## config.mk

```make
export PLATFORM = sky130hd
export DESIGN_NAME = combinerTop
export DESIGN_NICKNAME = d
export VERILOG_FILES = /design/src/design/combinerPkg.sv /design/src/design/pairedSampleIf.sv /design/src/design/combinerRegs.sv /design/src/design/quadrantAligner.sv /design/src/design/dwellTimer.sv /design/src/design/lockController.sv /design/src/design/diversityCombiner.sv /design/src/design/combinerTop.sv
export VERILOG_INCLUDE_DIRS = /design/src /design/src/include
export SDC_FILE = /design/constraint.sdc
export NUM_CORES = 1
export LEC_CHECK = 0
export ABC_AREA = 1
export BUFFER_PORTS_ARGS = -buffer_cell sky130_fd_sc_hd__buf_2
export CORE_MARGIN = 4
export CORE_UTILIZATION = 51
export CTS_CLUSTER_DIAMETER = 120
export DETAILED_ROUTE_END_ITERATION = 6
export PLACE_DENSITY = 0.79
export SLEW_MARGIN = 15
export SYNTH_ARGS = -nofsm -noshare
export SYNTH_HDL_FRONTEND = slang
export SYNTH_SLANG_ARGS = --single-unit
```

## constraint.sdc

```tcl
create_clock -name clk -period 3.5 [get_ports clk]
set_input_delay 0.35 -clock clk [delete_from_list [all_inputs] [get_ports clk]]
set_output_delay 0.35 -clock clk [all_outputs]
set_load 0.03 [all_outputs]
```

## src/include/combiner_consts.svh

```systemverilog
`ifndef COMBINER_CONSTS_SVH
`define COMBINER_CONSTS_SVH

// datapath widths.
`define SAMPLE_W 18
`define AGC_W 12
`define DWELL_W 10

// word addresses on the register bus.
`define REG_CONTROL 2'd0
`define REG_DWELL 2'd1
`define REG_THRESH 2'd2
`define REG_STATUS 2'd3

// bit positions inside CONTROL and STATUS.
`define CTRL_ENABLE 0
`define CTRL_SELECT 1
`define STAT_LOCKED 0
`define STAT_QUAD_LO 1
`define STAT_QUAD_HI 2
`define STAT_AGC_GT 3

// values loaded at reset.
`define DWELL_DEFAULT 64
`define THRESH_DEFAULT 56

`endif

```

## src/design/combinerPkg.sv

```systemverilog
`default_nettype none

`include "combiner_consts.svh"

package combinerPkg;

    // one signed real or imaginary component.
    typedef logic signed [`SAMPLE_W-1:0] sampleT;

    // agc gain word, a larger value means a weaker channel.
    typedef logic [`AGC_W-1:0] agcT;

    // channel 2 rotation in quarter turns.
    typedef logic [1:0] quadT;

    // dwell length, lock threshold and agreement count.
    typedef logic [`DWELL_W-1:0] dwellT;

    // register bus word address and data word.
    typedef logic [1:0] regAddrT;
    typedef logic [31:0] wordT;

    // lock search states.
    typedef enum logic [1:0] {
        IDLE,
        SEARCH,
        TRACK
    } lockStateT;

endpackage

`default_nettype wire

```

## src/design/pairedSampleIf.sv

```systemverilog
`timescale 1ns/1ps
`default_nettype none

// channel 1 and channel 2 complex samples moving together.
interface pairedSampleIf;

    combinerPkg::sampleT ch1Re;
    combinerPkg::sampleT ch1Im;
    combinerPkg::sampleT ch2Re;
    combinerPkg::sampleT ch2Im;
    logic valid;

    modport source (
        output ch1Re,
        output ch1Im,
        output ch2Re,
        output ch2Im,
        output valid
    );

    modport sink (
        input ch1Re,
        input ch1Im,
        input ch2Re,
        input ch2Im,
        input valid
    );

endinterface

`default_nettype wire

```

## src/design/combinerRegs.sv

```systemverilog
`timescale 1ns/1ps
`default_nettype none

`include "combiner_consts.svh"

module combinerRegs (
    input  logic                clk,
    input  logic                arstN,
    input  logic                wbCyc,
    input  logic                wbStb,
    input  logic                wbWe,
    input  combinerPkg::regAddrT wbAdr,
    input  combinerPkg::wordT   wbDatW,
    output combinerPkg::wordT   wbDatR,
    output logic                wbAck,
    output logic                enable,
    output logic                selectMode,
    output combinerPkg::dwellT  dwellLen,
    output combinerPkg::dwellT  lockThresh,
    input  logic                locked,
    input  combinerPkg::quadT   quadrant,
    input  logic                agc1GtAgc2
);

    logic accept;
    combinerPkg::wordT readWord;

    // a request is taken only when the previous cycle did not acknowledge.
    assign accept = wbCyc && wbStb && !wbAck;

    always_comb begin
        readWord = '0;
        case (wbAdr)
            `REG_CONTROL: begin
                readWord[`CTRL_ENABLE] = enable;
                readWord[`CTRL_SELECT] = selectMode;
            end
            `REG_DWELL:  readWord = combinerPkg::wordT'(dwellLen);
            `REG_THRESH: readWord = combinerPkg::wordT'(lockThresh);
            default: begin
                // status is assembled from live signals.
                readWord[`STAT_LOCKED] = locked;
                readWord[`STAT_QUAD_HI:`STAT_QUAD_LO] = quadrant;
                readWord[`STAT_AGC_GT] = agc1GtAgc2;
            end
        endcase
    end

    always_ff @(posedge clk or negedge arstN) begin
        if (!arstN) begin
            wbAck      <= 1'b0;
            enable     <= 1'b0;
            selectMode <= 1'b0;
            dwellLen   <= combinerPkg::dwellT'(`DWELL_DEFAULT);
            lockThresh <= combinerPkg::dwellT'(`THRESH_DEFAULT);
        end else begin
            wbAck <= accept;
            if (accept && wbWe) begin
                case (wbAdr)
                    `REG_CONTROL: begin
                        enable     <= wbDatW[`CTRL_ENABLE];
                        selectMode <= wbDatW[`CTRL_SELECT];
                    end
                    `REG_DWELL:  dwellLen <= wbDatW[`DWELL_W-1:0];
                    `REG_THRESH: lockThresh <= wbDatW[`DWELL_W-1:0];
                    // status is read only.
                    default: ;
                endcase
            end
        end
    end

    // read data is captured together with the acknowledge.
    always_ff @(posedge clk) begin
        if (accept) begin
            wbDatR <= readWord;
        end
    end

    ackOneCycle: assert property (@(posedge clk) disable iff (!arstN) wbAck |=> !wbAck)
        else $error("wbAck held high for two cycles");

endmodule

`default_nettype wire

```

## src/design/quadrantAligner.sv

```systemverilog
`timescale 1ns/1ps
`default_nettype none

module quadrantAligner (
    input  logic               clk,
    input  logic               arstN,
    pairedSampleIf.sink        raw,
    pairedSampleIf.source      aligned,
    input  combinerPkg::quadT  quadrant,
    input  logic               restartDwell,
    output combinerPkg::dwellT agreeCount
);

    combinerPkg::sampleT rotRe;
    combinerPkg::sampleT rotIm;
    combinerPkg::dwellT agreeReg;
    logic agreeNow;

    // negate with the most negative code clipped to the most positive one.
    function automatic combinerPkg::sampleT satNeg(input combinerPkg::sampleT x);
        combinerPkg::sampleT minVal;
        minVal = '0;
        minVal[$bits(minVal)-1] = 1'b1;
        return (x == minVal) ? ~x : -x;
    endfunction

    always_comb begin
        case (quadrant)
            2'd1: begin
                rotRe = raw.ch2Im;
                rotIm = satNeg(raw.ch2Re);
            end
            2'd2: begin
                rotRe = satNeg(raw.ch2Re);
                rotIm = satNeg(raw.ch2Im);
            end
            2'd3: begin
                rotRe = satNeg(raw.ch2Im);
                rotIm = raw.ch2Re;
            end
            default: begin
                rotRe = raw.ch2Re;
                rotIm = raw.ch2Im;
            end
        endcase
    end

    // both sign bits must match for a sample to agree.
    assign agreeNow = raw.valid && ((raw.ch1Re < 0) == (rotRe < 0))
                                && ((raw.ch1Im < 0) == (rotIm < 0));

    // the current sample is included so the window end sees its full count.
    assign agreeCount = (agreeReg == '1) ? agreeReg
                                         : agreeReg + combinerPkg::dwellT'(agreeNow);

    always_ff @(posedge clk or negedge arstN) begin
        if (!arstN) begin
            agreeReg      <= '0;
            aligned.valid <= 1'b0;
        end else begin
            agreeReg      <= restartDwell ? '0 : agreeCount;
            aligned.valid <= raw.valid;
        end
    end

    always_ff @(posedge clk) begin
        aligned.ch1Re <= raw.ch1Re;
        aligned.ch1Im <= raw.ch1Im;
        aligned.ch2Re <= rotRe;
        aligned.ch2Im <= rotIm;
    end

endmodule

`default_nettype wire

```

## src/design/dwellTimer.sv

```systemverilog
`timescale 1ns/1ps
`default_nettype none

module dwellTimer (
    input  logic               clk,
    input  logic               arstN,
    input  logic               sampleValid,
    input  logic               restartDwell,
    input  combinerPkg::dwellT dwellLen,
    output logic               dwellDone
);

    combinerPkg::dwellT validCount;

    // the window ends on the dwellLen-th valid sample.
    assign dwellDone = sampleValid && (combinerPkg::dwellT'(validCount + 1'b1) == dwellLen);

    always_ff @(posedge clk or negedge arstN) begin
        if (!arstN) begin
            validCount <= '0;
        end else if (restartDwell || dwellDone) begin
            validCount <= '0;
        end else if (sampleValid) begin
            validCount <= validCount + 1'b1;
        end
    end

    doneNeedsSample: assert property (@(posedge clk) disable iff (!arstN)
        dwellDone |-> sampleValid)
        else $error("dwellDone without a valid sample");

endmodule

`default_nettype wire

```

## src/design/lockController.sv

```systemverilog
`timescale 1ns/1ps
`default_nettype none

module lockController (
    input  logic               clk,
    input  logic               arstN,
    input  logic               enable,
    input  logic               dwellDone,
    input  combinerPkg::dwellT agreeCount,
    input  combinerPkg::dwellT lockThresh,
    output combinerPkg::quadT  quadrant,
    output logic               restartDwell,
    output logic               locked
);

    combinerPkg::lockStateT state;

    // the timer is held clear while idle and restarts at every window end.
    assign restartDwell = !enable || (state == combinerPkg::IDLE) || dwellDone;

    assign locked = (state == combinerPkg::TRACK);

    always_ff @(posedge clk or negedge arstN) begin
        if (!arstN) begin
            state    <= combinerPkg::IDLE;
            quadrant <= '0;
        end else if (!enable) begin
            state    <= combinerPkg::IDLE;
            quadrant <= '0;
        end else begin
            case (state)
                combinerPkg::IDLE: begin
                    state <= combinerPkg::SEARCH;
                end
                combinerPkg::SEARCH: begin
                    if (dwellDone) begin
                        if (agreeCount >= lockThresh) begin
                            state <= combinerPkg::TRACK;
                        end else begin
                            // try the next quarter turn.
                            quadrant <= quadrant + 1'b1;
                        end
                    end
                end
                combinerPkg::TRACK: begin
                    // lost agreement, search again from the same quadrant.
                    if (dwellDone && (agreeCount < lockThresh)) begin
                        state <= combinerPkg::SEARCH;
                    end
                end
                default: begin
                    state <= combinerPkg::IDLE;
                end
            endcase
        end
    end

    quadWithRestart: assert property (@(posedge clk) disable iff (!arstN)
        !restartDwell |=> $stable(quadrant))
        else $error("quadrant changed without a dwell restart");

endmodule

`default_nettype wire

```

## src/design/diversityCombiner.sv

```systemverilog
`timescale 1ns/1ps
`default_nettype none

module diversityCombiner (
    input  logic                clk,
    input  logic                arstN,
    pairedSampleIf.sink         aligned,
    input  combinerPkg::agcT    ch1Agc,
    input  combinerPkg::agcT    ch2Agc,
    input  logic                selectMode,
    output combinerPkg::sampleT outRe,
    output combinerPkg::sampleT outIm,
    output logic                outValid,
    output logic                agc1GtAgc2
);

    localparam int SW = $bits(combinerPkg::sampleT);

    logic signed [SW:0] sumRe;
    logic signed [SW:0] sumIm;
    logic agcGt;

    // one extra bit keeps the full sum before halving.
    assign sumRe = aligned.ch1Re + aligned.ch2Re;
    assign sumIm = aligned.ch1Im + aligned.ch2Im;

    // larger agc means channel 1 is the weaker one.
    assign agcGt = ch1Agc > ch2Agc;

    always_ff @(posedge clk or negedge arstN) begin
        if (!arstN) begin
            outValid   <= 1'b0;
            agc1GtAgc2 <= 1'b0;
        end else begin
            outValid   <= aligned.valid;
            agc1GtAgc2 <= agcGt;
        end
    end

    always_ff @(posedge clk) begin
        if (!selectMode) begin
            // dropping the low bit is a floor divide by two.
            outRe <= sumRe[SW:1];
            outIm <= sumIm[SW:1];
        end else if (agcGt) begin
            outRe <= aligned.ch2Re;
            outIm <= aligned.ch2Im;
        end else begin
            outRe <= aligned.ch1Re;
            outIm <= aligned.ch1Im;
        end
    end

endmodule

`default_nettype wire

```

## src/design/combinerTop.sv

```systemverilog
`timescale 1ns/1ps
`default_nettype none

module combinerTop (
    input  logic                 clk,
    input  logic                 arstN,
    input  logic                 wbCyc,
    input  logic                 wbStb,
    input  logic                 wbWe,
    input  combinerPkg::regAddrT wbAdr,
    input  combinerPkg::wordT    wbDatW,
    output combinerPkg::wordT    wbDatR,
    output logic                 wbAck,
    input  combinerPkg::sampleT  ch1Re,
    input  combinerPkg::sampleT  ch1Im,
    input  combinerPkg::sampleT  ch2Re,
    input  combinerPkg::sampleT  ch2Im,
    input  combinerPkg::agcT     ch1Agc,
    input  combinerPkg::agcT     ch2Agc,
    input  logic                 sampleValid,
    output combinerPkg::sampleT  outRe,
    output combinerPkg::sampleT  outIm,
    output logic                 outValid,
    output logic                 locked
);

    logic enable;
    logic selectMode;
    logic agc1GtAgc2;
    logic restartDwell;
    logic dwellDone;
    combinerPkg::dwellT dwellLen;
    combinerPkg::dwellT lockThresh;
    combinerPkg::dwellT agreeCount;
    combinerPkg::quadT quadrant;

    pairedSampleIf raw ();
    pairedSampleIf aligned ();

    assign raw.ch1Re = ch1Re;
    assign raw.ch1Im = ch1Im;
    assign raw.ch2Re = ch2Re;
    assign raw.ch2Im = ch2Im;
    assign raw.valid = sampleValid;

    combinerRegs regs (
        .clk, .arstN, .wbCyc, .wbStb, .wbWe, .wbAdr, .wbDatW, .wbDatR, .wbAck,
        .enable, .selectMode, .dwellLen, .lockThresh, .locked, .quadrant, .agc1GtAgc2
    );

    quadrantAligner aligner (
        .clk, .arstN, .raw(raw.sink), .aligned(aligned.source),
        .quadrant, .restartDwell, .agreeCount
    );

    // the dwell window counts raw input samples.
    dwellTimer timer (
        .clk, .arstN, .sampleValid, .restartDwell, .dwellLen, .dwellDone
    );

    lockController lockCtrl (
        .clk, .arstN, .enable, .dwellDone, .agreeCount, .lockThresh,
        .quadrant, .restartDwell, .locked
    );

    diversityCombiner combiner (
        .clk, .arstN, .aligned(aligned.sink), .ch1Agc, .ch2Agc, .selectMode,
        .outRe, .outIm, .outValid, .agc1GtAgc2
    );

endmodule

`default_nettype wire

```

# Word-level counts from Yosys, hierarchy flattened

Cells that the tools add are included.

Output and inout bits: 71
Bits in registers: 190
Word-level logic and storage cells: 98
Input bits: 136

$lt $le $gt $ge: 7
Bitwise gates (word level): 2
Multiplexer cells: 24
Add/sub/neg operators: 7
Equality and inequality tests: 19
Reductions and logical operators: 20

Operator list:

| kind                                                        | count |
|---|---|
| 2-to-1 mux 18 bit                                           | 6 |
| case mux 18 bit (3 select lines)                            | 2 |
| less-than comparator 18 x 1 -> 1 bit, second input constant | 4 |
| 2-to-1 mux 10 bit                                           | 4 |
| adder 18 x 18 -> 19 bit                                     | 2 |
| == test 18 bit, second input constant                       | 2 |
| negation 18 bit                                             | 2 |
| inverter 18 bit                                             | 2 |
| case mux 2 bit (3 select lines)                             | 3 |
| 2-to-1 mux 2 bit                                            | 8 |
| > comparator 12 bit                                         | 1 |
| case mux 6 bit (2 select lines)                             | 1 |
| adder 10 x 1 -> 10 bit                                      | 1 |
| adder 10 x 1 -> 10 bit, second input constant               | 1 |
| == test 10 bit                                              | 1 |
| == test 10 bit, second input constant                       | 1 |
| >= comparator 10 bit                                        | 1 |
| less-than comparator 10 bit                                 | 1 |
| inequality test 3 x 2 -> 1 bit, second input constant       | 3 |
| == test 2 bit, second input constant                        | 4 |
| logical AND 1 bit                                           | 7 |
| == test 2 x 1 -> 1 bit, second input constant               | 3 |
| AND reduction 2 bit                                         | 3 |
| AND reduction 3 bit                                         | 2 |
| other kinds (8)                                             | 14 |

# Longest topological paths before layout

Gate-level depths: netlist of the first run.

Depth after elaboration: 14
Depth in mapped cells: 29
Gate-level depth less buffers: 28

# By module

From an unflattened synthesis of the first run, not the netlist that was laid out.

Cell total of the unflattened synthesis: 1,688
Area total of the unflattened synthesis: 11,649.9 µm²

By module, submodules not included:

| module            | cells an instance | area an instance (µm²) | sequential area each (µm²) | instances |
|---|---|---|---|---|
| diversityCombiner | 752               | 4,305.4                | 770.7                      | 1 |
| quadrantAligner   | 516               | 4,013.8                | 1,716.6                    | 1 |
| combinerRegs      | 184               | 1,722.9                | 880.8                      | 1 |
| dwellTimer        | 147               | 1,036.0                | 250.2                      | 1 |
| lockController    | 89                | 571.8                  | 100.1                      | 1 |

# Least setup slack after synthesis of the first run

No wires, ideal clock.

Kind: input port to flip-flop
Start point: input port ch2Re[0]
End point: register lockCtrl.quadrant[0]
Path buffers: 1
Data arrival time: 3.607 ns
Library setup time: 0.117 ns
Setup slack: -0.224 ns
Required time: 3.383 ns
Stages on the path: 25
Cells stage by stage: inv_1 -> ha_1 -> nand3_1 -> nor2_2 -> nand3_1 -> buf_2 -> nand4_1 -> nand3_1 -> nand3b_1 -> nand2_1 -> nor2_1 -> ha_1 -> nand3_1 -> nor4_1 -> nand3_1 -> or2_2 -> nand3_1 -> ha_1 -> a21oi_1 -> o21a_1 -> nand4_1 -> nor2_1 -> nand3_2 -> o21ai_1 -> nor2_1

Longest elaborated chain between the ends: 12
Elaborated cells on any way between the ends: 17
Classes of those cells: add/sub (2); order compare (3); eq/ne (4); mux (4); bitwise (1); reduce/logical (3)

RTL lines:

| what                                          | line                  | text |
|---|---|---|
| from (decl)                                   | combinerTop.sv:16     | `input combinerPkg::sampleT ch2Re,` |
| negation 18 bit, or another cell as far along | quadrantAligner.sv:24 | `return (x == minVal) ? ~x : -x;` |
| 2-to-1 mux 18 bit                             | quadrantAligner.sv:24 |  |
| case mux 18 bit (3 select lines)              | quadrantAligner.sv:28 | `case (quadrant)` |
| less-than comparator 18 x 1 -> 1 bit          | quadrantAligner.sv:49 | `assign agreeNow = raw.valid && ((raw.ch1Re < 0) == (rotRe < 0))` |
| == test 1 bit                                 | quadrantAligner.sv:49 |  |
| logical AND 1 bit                             | quadrantAligner.sv:49 |  |
| logical AND 1 bit *                           | quadrantAligner.sv:50 | `&& ((raw.ch1Im < 0) == (rotIm < 0));` |
| adder 10 x 1 -> 10 bit *                      | quadrantAligner.sv:54 | `: agreeReg + combinerPkg::dwellT'(agreeNow);` |
| 2-to-1 mux 10 bit *                           | quadrantAligner.sv:53 | `assign agreeCount = (agreeReg == '1) ? agreeReg` |
| >= comparator 10 bit *                        | lockController.sv:37  | `if (agreeCount >= lockThresh) begin` |
| inequality test 2 bit (no source line) *      | n/a                   |  |
| AND reduction 3 bit (no source line) *        | n/a                   |  |
| to (signal assigned)                          | lockController.sv:41  | `quadrant <= quadrant + 1'b1;` |
| to (decl)                                     | lockController.sv:11  | `output combinerPkg::quadT quadrant,` |

Mark *: on every way between the ends. The rest lies on a longest branch, timed or not.
A chain may end at the register's enable or synchronous reset.

# Final worst setup path of the first run

Start point: register lockCtrl.quadrant[0]
End point: register lockCtrl.quadrant[0]

Longest elaborated chain between the ends: 11
Elaborated cells on any way between the ends: 21
Classes of those cells: add/sub (2); order compare (3); eq/ne (6); mux (7); reduce/logical (3)

RTL lines:

| what                                                    | line |
|---|---|
| == test 2 bit or == test 2 x 1 -> 1 bit (tied branches) | quadrantAligner.sv:28 |
| case mux 18 bit (3 select lines)                        | quadrantAligner.sv:28 |
| less-than comparator 18 x 1 -> 1 bit                    | quadrantAligner.sv:49 |
| == test 1 bit                                           | quadrantAligner.sv:49 |
| logical AND 1 bit                                       | quadrantAligner.sv:49 |
| logical AND 1 bit                                       | quadrantAligner.sv:50 |
| adder 10 x 1 -> 10 bit                                  | quadrantAligner.sv:54 |
| 2-to-1 mux 10 bit                                       | quadrantAligner.sv:53 |
| >= comparator 10 bit                                    | lockController.sv:37 |
| inequality test 2 bit (no source line)                  | n/a |
| AND reduction 3 bit (no source line)                    | n/a |

Parallel ways exist; a longest one is shown, timed or not. The select of a mux whose other input is x is not followed.

==> results of run 1 <==
## power by group
| part | switching [uW] | total [uW] | internal (uW) |
|---|---|---|---|
| clock network | 885 | 1900 | 1020 |
| logic | 1200 | 1780 | 589 |
| registers | 155 | 2370 | 2210 |
## metrics by stage
stage | setup WS (ps) | util, % | cells
after global routing | -89.0 | 64.3 | 2064
after detailed placement | -426 | 60.4 | 2023
after global placement | -302 | 60.4 | 2023
final | 100 | 64.3 | 2064
after floorplan | 2.53 | - | 1566
after CTS | 3.63 | 63.5 | 2057
## critical path, delay by kind of cell (launching register included)
kind	cells	cell delay, ps
simple gates	13	1350
fa+ha+maj	3	650
compound gates	3	380
buf+inv	2	280
xor+xnor	1	180
flops	1	450
## cells by family (layout without fill, tap and decap cells)
logic type / count (synthesis) / in the layout / share of synthesized area, %
adder cells (fa/ha/maj): 71 / 71 / 8.42
AND/OR/NAND/NOR: 676 / 676 / 27.1
buffers and inverters: 277 / 505 / 10.8
AO/OA/AOI/OAI: 316 / 316 / 16.1
XOR/XNOR: 36 / 36 / 2.94
flip-flops: 168 / 168 / 34.7
other: 1 / 22 / 0.0350
## area by class of cell
cell class	count	area (um2)	area share [%]
Clock buffer	18	429	3.26
Tap cell	270	338	2.57
Multi-Input combinational cell	1121	6130	46.6
Sequential cell	168	3720	28.3
Timing Repair Buffer	265	1590	12.1
Inverter	208	783	5.96
Clock inverter	14	156	1.19
## per-layer routing
layer	part of all wire (%)	up-vias	track usage, %
met4	2.3	0	7.51
met2	47	471	43.6
li1	-	5479	-
met1	43	5072	36.0
met5	0	-	0
met3	8.0	65	5.20
## cells in the final DEF (no fill, tap or decap), types with 5 or more instances in the layout
cell type  synthesis  routed
nand2_1          358     355
inv_1            198     196
buf_2              8     162
o21ai_0          135     134
nor2_1           138     128
a21oi_1          111     110
dfxtp_1          108     108
buf_4             24      99
nand3_1           92      86
ha_1              69      59
dfrtp_1           46      45
xor2_1            29      28
nand4_1           23      23
nor2_2            14      22
conb_1             1      22
o22ai_1           21      21
clkbuf_16          0      17
or2_2             13      12
nor3_1            12      11
edfxtp_1          10      10
nand2_2            6       9
a31oi_1            9       9
nand3_2            3       8
o21bai_1           8       8
xnor2_1            7       7
inv_2              6       7
a22oi_1            6       6
o21ai_1            4       5
ha_2               0       5
ha_4               0       5
inv_6              0       5
## flip-flops by register name, indices dropped and copies added (netlist names)
signal	count
aligner.agreeReg	10
aligner.aligned.valid	1
aligner.aligned.ch1Re	18
aligner.aligned.ch2Re	18
regs.wbDatR	10
aligner.aligned.ch1Im	18
regs.dwellLen	10
regs.enable	1
lockCtrl.state	2
aligner.aligned.ch2Im	18
combiner.outValid	1
regs.lockThresh	10
combiner.outRe	18
regs.wbAck	1
lockCtrl.quadrant	2
timer.validCount	10
combiner.agc1GtAgc2	1
regs.selectMode	1
combiner.outIm	18
## timing repair
item	CTS	global route
pin swaps	0	13
hold buffers	2	2
gates resized for setup	7	27
gates cloned	0	0
setup endpoints to repair	2	4
endpoints found under the hold margin	20	2
setup buffers	0	5
## path summary, 6_finish.rpt
path | from | endpoint | slack (ps) | cells past startpoint
min in group asynchronous | arstN | timer.validCount[6]$_DFFE_PN0P_ | 400 | 2
worst min-delay path | ch1Re[0] | aligner.aligned.ch1Re[0]$_DFF_P_ | 10 | 1
worst max register to register | lockCtrl.quadrant[0]$_DFFE_PN0P_ | lockCtrl.quadrant[0]$_DFFE_PN0P_ | 100 | 22
worst min register to register | aligner.aligned.valid$_DFF_PN0_ | combiner.outValid$_DFF_PN0_ | 350 | 0
max in group asynchronous | arstN | regs.lockThresh[3]$_DFFE_PN1P_ | 2290 | 3
worst max-delay path | lockCtrl.quadrant[0]$_DFFE_PN0P_ | lockCtrl.quadrant[0]$_DFFE_PN0P_ | 100 | 22
## cell usage after synthesis, types with 5 or more instances
master / instances
nor2_2: 14
buf_4: 24
nand3_1: 92
inv_2: 6
a31oi_1: 9
dfrtp_1: 46
buf_2: 8
nor2_1: 138
o22ai_1: 21
nand2_2: 6
o21bai_1: 8
ha_1: 69
or2_2: 13
edfxtp_1: 10
xnor2_1: 7
a21oi_1: 111
buf_1: 5
nand2_1: 358
a22oi_1: 6
o21ai_0: 135
clkbuf_1: 30
nor3_1: 12
dfxtp_1: 108
nand4_1: 23
inv_1: 198
xor2_1: 29
==> out/qor.txt, run 1 <==
initial antenna violation count = 0
worst slew pin tran = 1170 ps
DRT iter0 DRCs = 957
largest net degree at the start of global routing = 39
Placement Rows = 52
# fillers = 1789
final hold vios = 0
Async SR Flop Fraction = 29.8%
slowest stage delay, CP = 450 ps
port bufs = 162
CTS Root Buffer Type = clkbuf_16
Pre-Repair DR Iteration Count = 7
Die H = 153 um
routed via count = 11.1k
CP Cell Sequence = inv_4 -> ha_4 -> nand4_1 -> nand3_1 -> nand2_1 -> nand2_1 -> nand2_1 -> nor2_1 -> ha_2 -> nand3_4 -> nor4_4 -> buf_4 -> xor2_2 -> nand2_2 -> ha_4 -> a21oi_1 -> o21a_1 -> nand4_1 -> nor2_1 -> nand3_2 -> o21ai_1 -> nor2_1
number of diodes = 0
startpoint types = flip-flop
Yosys cell types = 49
outcome = finished, violations left
Crit Path Category = flip-flop to flip-flop
CTS max path bufs = 2
Crit Path Max Fanout = 4
leakage power = 0.00662 uW
EDFF count, synth = 10
power density cells = 460 nW/um2
crit share post-route = 97.1%
share of the synthesized area in the top cell type = 20.2%
Max Cap Viol = 0
Yosys reg bits = 168
worst hold slack = 12.6 ps
first-pass GRT wire length = 51.2 mm
NumNets Final = 1988
placed wire-length estimate = 24.2 mm
fin area = 13100 um2
Syn-to-layout area delta = 22.6%
drt wl/cell = 15.6 um
DRC Markers = 1
Ys Warns = 0
CP max stage cell = dfrtp_2
CP required = 3830 ps
Final GP Congestion = 0.970
CORE AREA = 20400 um2
RSZ-0062 raised after global routing = yes
die span in x = 153 um
Post-synth top flop = dfxtp_1
Initial Util = 52.5%
worst rel slew slack = 21.4%
CP arrival = 3730 ps
share of layout cells above drive strength 1 = 21.5%
Vias/cell = 5.37
cts bufs inserted = 17
area of the die = 23400 um2
dominant cell type by area after synthesis = dfxtp_1
Clock Latency Late Sink = 430 ps
Placed Area = 12300 um2
sequential area share after synthesis = 34.7%
Boundary Pins = 207
vias in the first global route = 10.3k
Pins Over Slew Limit = 0
H-tree Lvls = 4
Worst-path clk slew = 70 ps
WL final = 32.1 mm
worst min path class = primary input to flip-flop
Clock Skew = 12.3 ps
minimum clock period = 3400 ps
Overall Power = 6050 uW
setup tns final = 0 ps
Total GRT Usage = 26.6%
Cells after Synth = 1545
CTS tree = yes
Overflow after GRT = 0
final count of negative-setup-slack endpoints = 0
top post-synthesis cells by area = dfxtp_1 (20%), nand2_1 (13%), dfrtp_1 (11%), ha_1 (8.0%), inv_1 (6.9%)
syn_area_per_cell = 6.94 um2
Critical Path End Type = flip-flop
ANT nets after route = 0
failing checks = DRC
fmax = 0.294 GHz
worst vdd ir = 0.405 mV
CTS Sinks = 168
Post-Syn Area = 10700 um2
Power figures use the tool's default switching activity.
==> run 2: changes to the inputs <==
--- a/config.mk
+++ b/config.mk
@@ -12,6 +12,7 @@
 export CORE_UTILIZATION = 51
 export CTS_CLUSTER_DIAMETER = 120
 export DETAILED_ROUTE_END_ITERATION = 6
+export MAX_ROUTING_LAYER = met4
 export PLACE_DENSITY = 0.79
 export SLEW_MARGIN = 15
 export SYNTH_ARGS = -nofsm -noshare
==> out/qor.txt, run 2 (synthesized netlist as in run 1, its figures left out) <==
outcome = finished, violations left
failing checks = DRC, setup timing
fmax = 0.274 GHz
Pre-Repair DR Iteration Count = 7
area of the multi-input gates = 6230 um2
drt wl/cell = 15.7 um
Worst-path clk slew = 70 ps
worst min path class = primary input to flip-flop
CTS max path bufs = 2
Crit Path Category = flip-flop to flip-flop
Pins Over Slew Limit = 0
CTS tree = yes
fin area = 13300 um2
Critical Path End Type = flip-flop
vias in the first global route = 10.4k
H-tree Lvls = 4
final worst setup slack = -152 ps
placed wire-length estimate = 24.2 mm
CTS Sinks = 168
routing usage on met1 = 36.1%
minimum clock period = 3650 ps
first-pass GRT wire length = 51.0 mm
NumNets Final = 1998
largest net degree at the start of global routing = 39
# fillers = 1757
worst slew pin tran = 940 ps
Overflow after GRT = 0
startpoint types = flip-flop
Max Cap Viol = 0
Die H = 153 um
Overall Power = 6050 uW
worst vdd ir = 0.307 mV
CP required = 3850 ps
Cells after DPL = 2027
Initial Util = 52.5%
DRC Markers = 4
initial antenna violation count = 0
routed via count = 11.2k
global route hottest layer = met2
Vias/cell = 5.41
DRT iter0 DRCs = 1156
port bufs = 162
ANT nets after route = 0
CORE AREA = 20400 um2
most frequent cells in the layout = nand2_1 (352), inv_1 (196), buf_2 (162)
Finished Layout Cells = 2074
cts bufs inserted = 17
Clock Latency Late Sink = 430 ps
grt met2 use = 43.8%
Placed Area = 12400 um2
number of diodes = 0
final hold vios = 0
final count of negative-setup-slack endpoints = 4
crit share post-route = 104%
CP arrival = 4010 ps
CTS Root Buffer Type = clkbuf_16
Syn-to-layout area delta = 24.4%
GR Util met3 = 3.79%
Total GRT Usage = 27.0%
Storage cell area = 3720 um2
die span in x = 153 um
share of layout cells above drive strength 1 = 22.7%
most common cell after layout, fill and taps aside = nand2_1
power density cells = 453 nW/um2
WL final = 32.5 mm
Placement Rows = 52
RSZ-0062 raised after global routing = yes
Crit Path Max Fanout = 4
area of the die = 23400 um2
Final GP Congestion = 0.969
leakage power = 0.00668 uW
Clock Skew = 13.4 ps
worst rel slew slack = 37.0%
Boundary Pins = 207
==> run 2: cell types whose count changed in the layout (fill, tap and decap cells not counted), sizes merged <==
cell / before / now
buf: 261 / 272
clkinv: 5 / 7
clkinvlp: 2 / 0
dlygate4sd3: 4 / 3
==> run 2: worst paths after layout <==
path	startpoint	end	slack, ps	cells past startpoint
min in group asynchronous	arstN	aligner.agreeReg[2]$_DFF_PN0_	430	2
hold reg to reg	aligner.aligned.valid$_DFF_PN0_	combiner.outValid$_DFF_PN0_	350	0
hold / removal	ch1Im[12]	aligner.aligned.ch1Im[12]$_DFF_P_	20	1
max in group asynchronous	arstN	regs.lockThresh[5]$_DFFE_PN1P_	2260	3
setup / recovery	lockCtrl.quadrant[0]$_DFFE_PN0P_	lockCtrl.quadrant[1]$_DFFE_PN0P_	-150	22
setup reg to reg	lockCtrl.quadrant[0]$_DFFE_PN0P_	lockCtrl.quadrant[1]$_DFFE_PN0P_	-150	22
==> run 2: metal layers <==
layer / wire, um / part of all wire (%)
met5: 0 / 0
met4: 731 / 2.2
met3: 2800 / 8.6
met2: 15400 / 47
met1: 13600 / 42
==> run 2: stage by stage <==
step	TNS, ps	util [%]	hold WS, ps	worst slack [ps]
3_3_place_gp	-922	60.6	326	-303
3_5_place_dp	-1600	60.6	331	-446
2_1_floorplan	0	-	54.4	2.53
6_report	-393	65.3	15.5	-152
4_1_cts	0	63.5	3.93	6.60
5_1_grt	-1080	65.3	0.0912	-320
==> run 2: cell type report <==
class | instances | share of cell area (%)
tap | 270 | 2.53
sequential | 168 | 27.9
multi-input combinational | 1121 | 46.7
clock buffer | 18 | 3.22
inverter | 208 | 5.89
timing repair buffer | 275 | 12.6
clock inverter | 14 | 1.16
==> run 2: what timing repair did <==
item	CTS	global route
gates resized for setup	1	56
endpoints found under the setup margin	2	4
pin swaps	2	26
hold buffers	1	2
hold endpoints to repair	19	2
setup buffers	0	12
==> run 2: worst max-delay path, cell delays in order (launching register included) <==
cell and delay, ps:
dfrtp_2 440, buf_12 140, ha_4 170, a21oi_4 160, nand3_2 130, nand3_2 80
nand3_1 70, nor2_1 100, ha_2 240, nand3_4 100, nor4_4 250, buf_4 170
xor2_2 170, nand2_2 90, ha_4 280, a21oi_1 170, o21a_1 190, nand4_1 140
nor2_1 140, nand3_2 100, nand2_1 90, nand2_1 50, nor2_1 110
==> run 2: where the power goes <==
part           internal, uW  total [uW]  switching (uW)  leakage [uW]
Clock                  1020        1880             861      0.000291
Combinational           601        1800            1200       0.00473
Sequential             2210        2360             155       0.00166
Total                  3830        6050            2220       0.00668
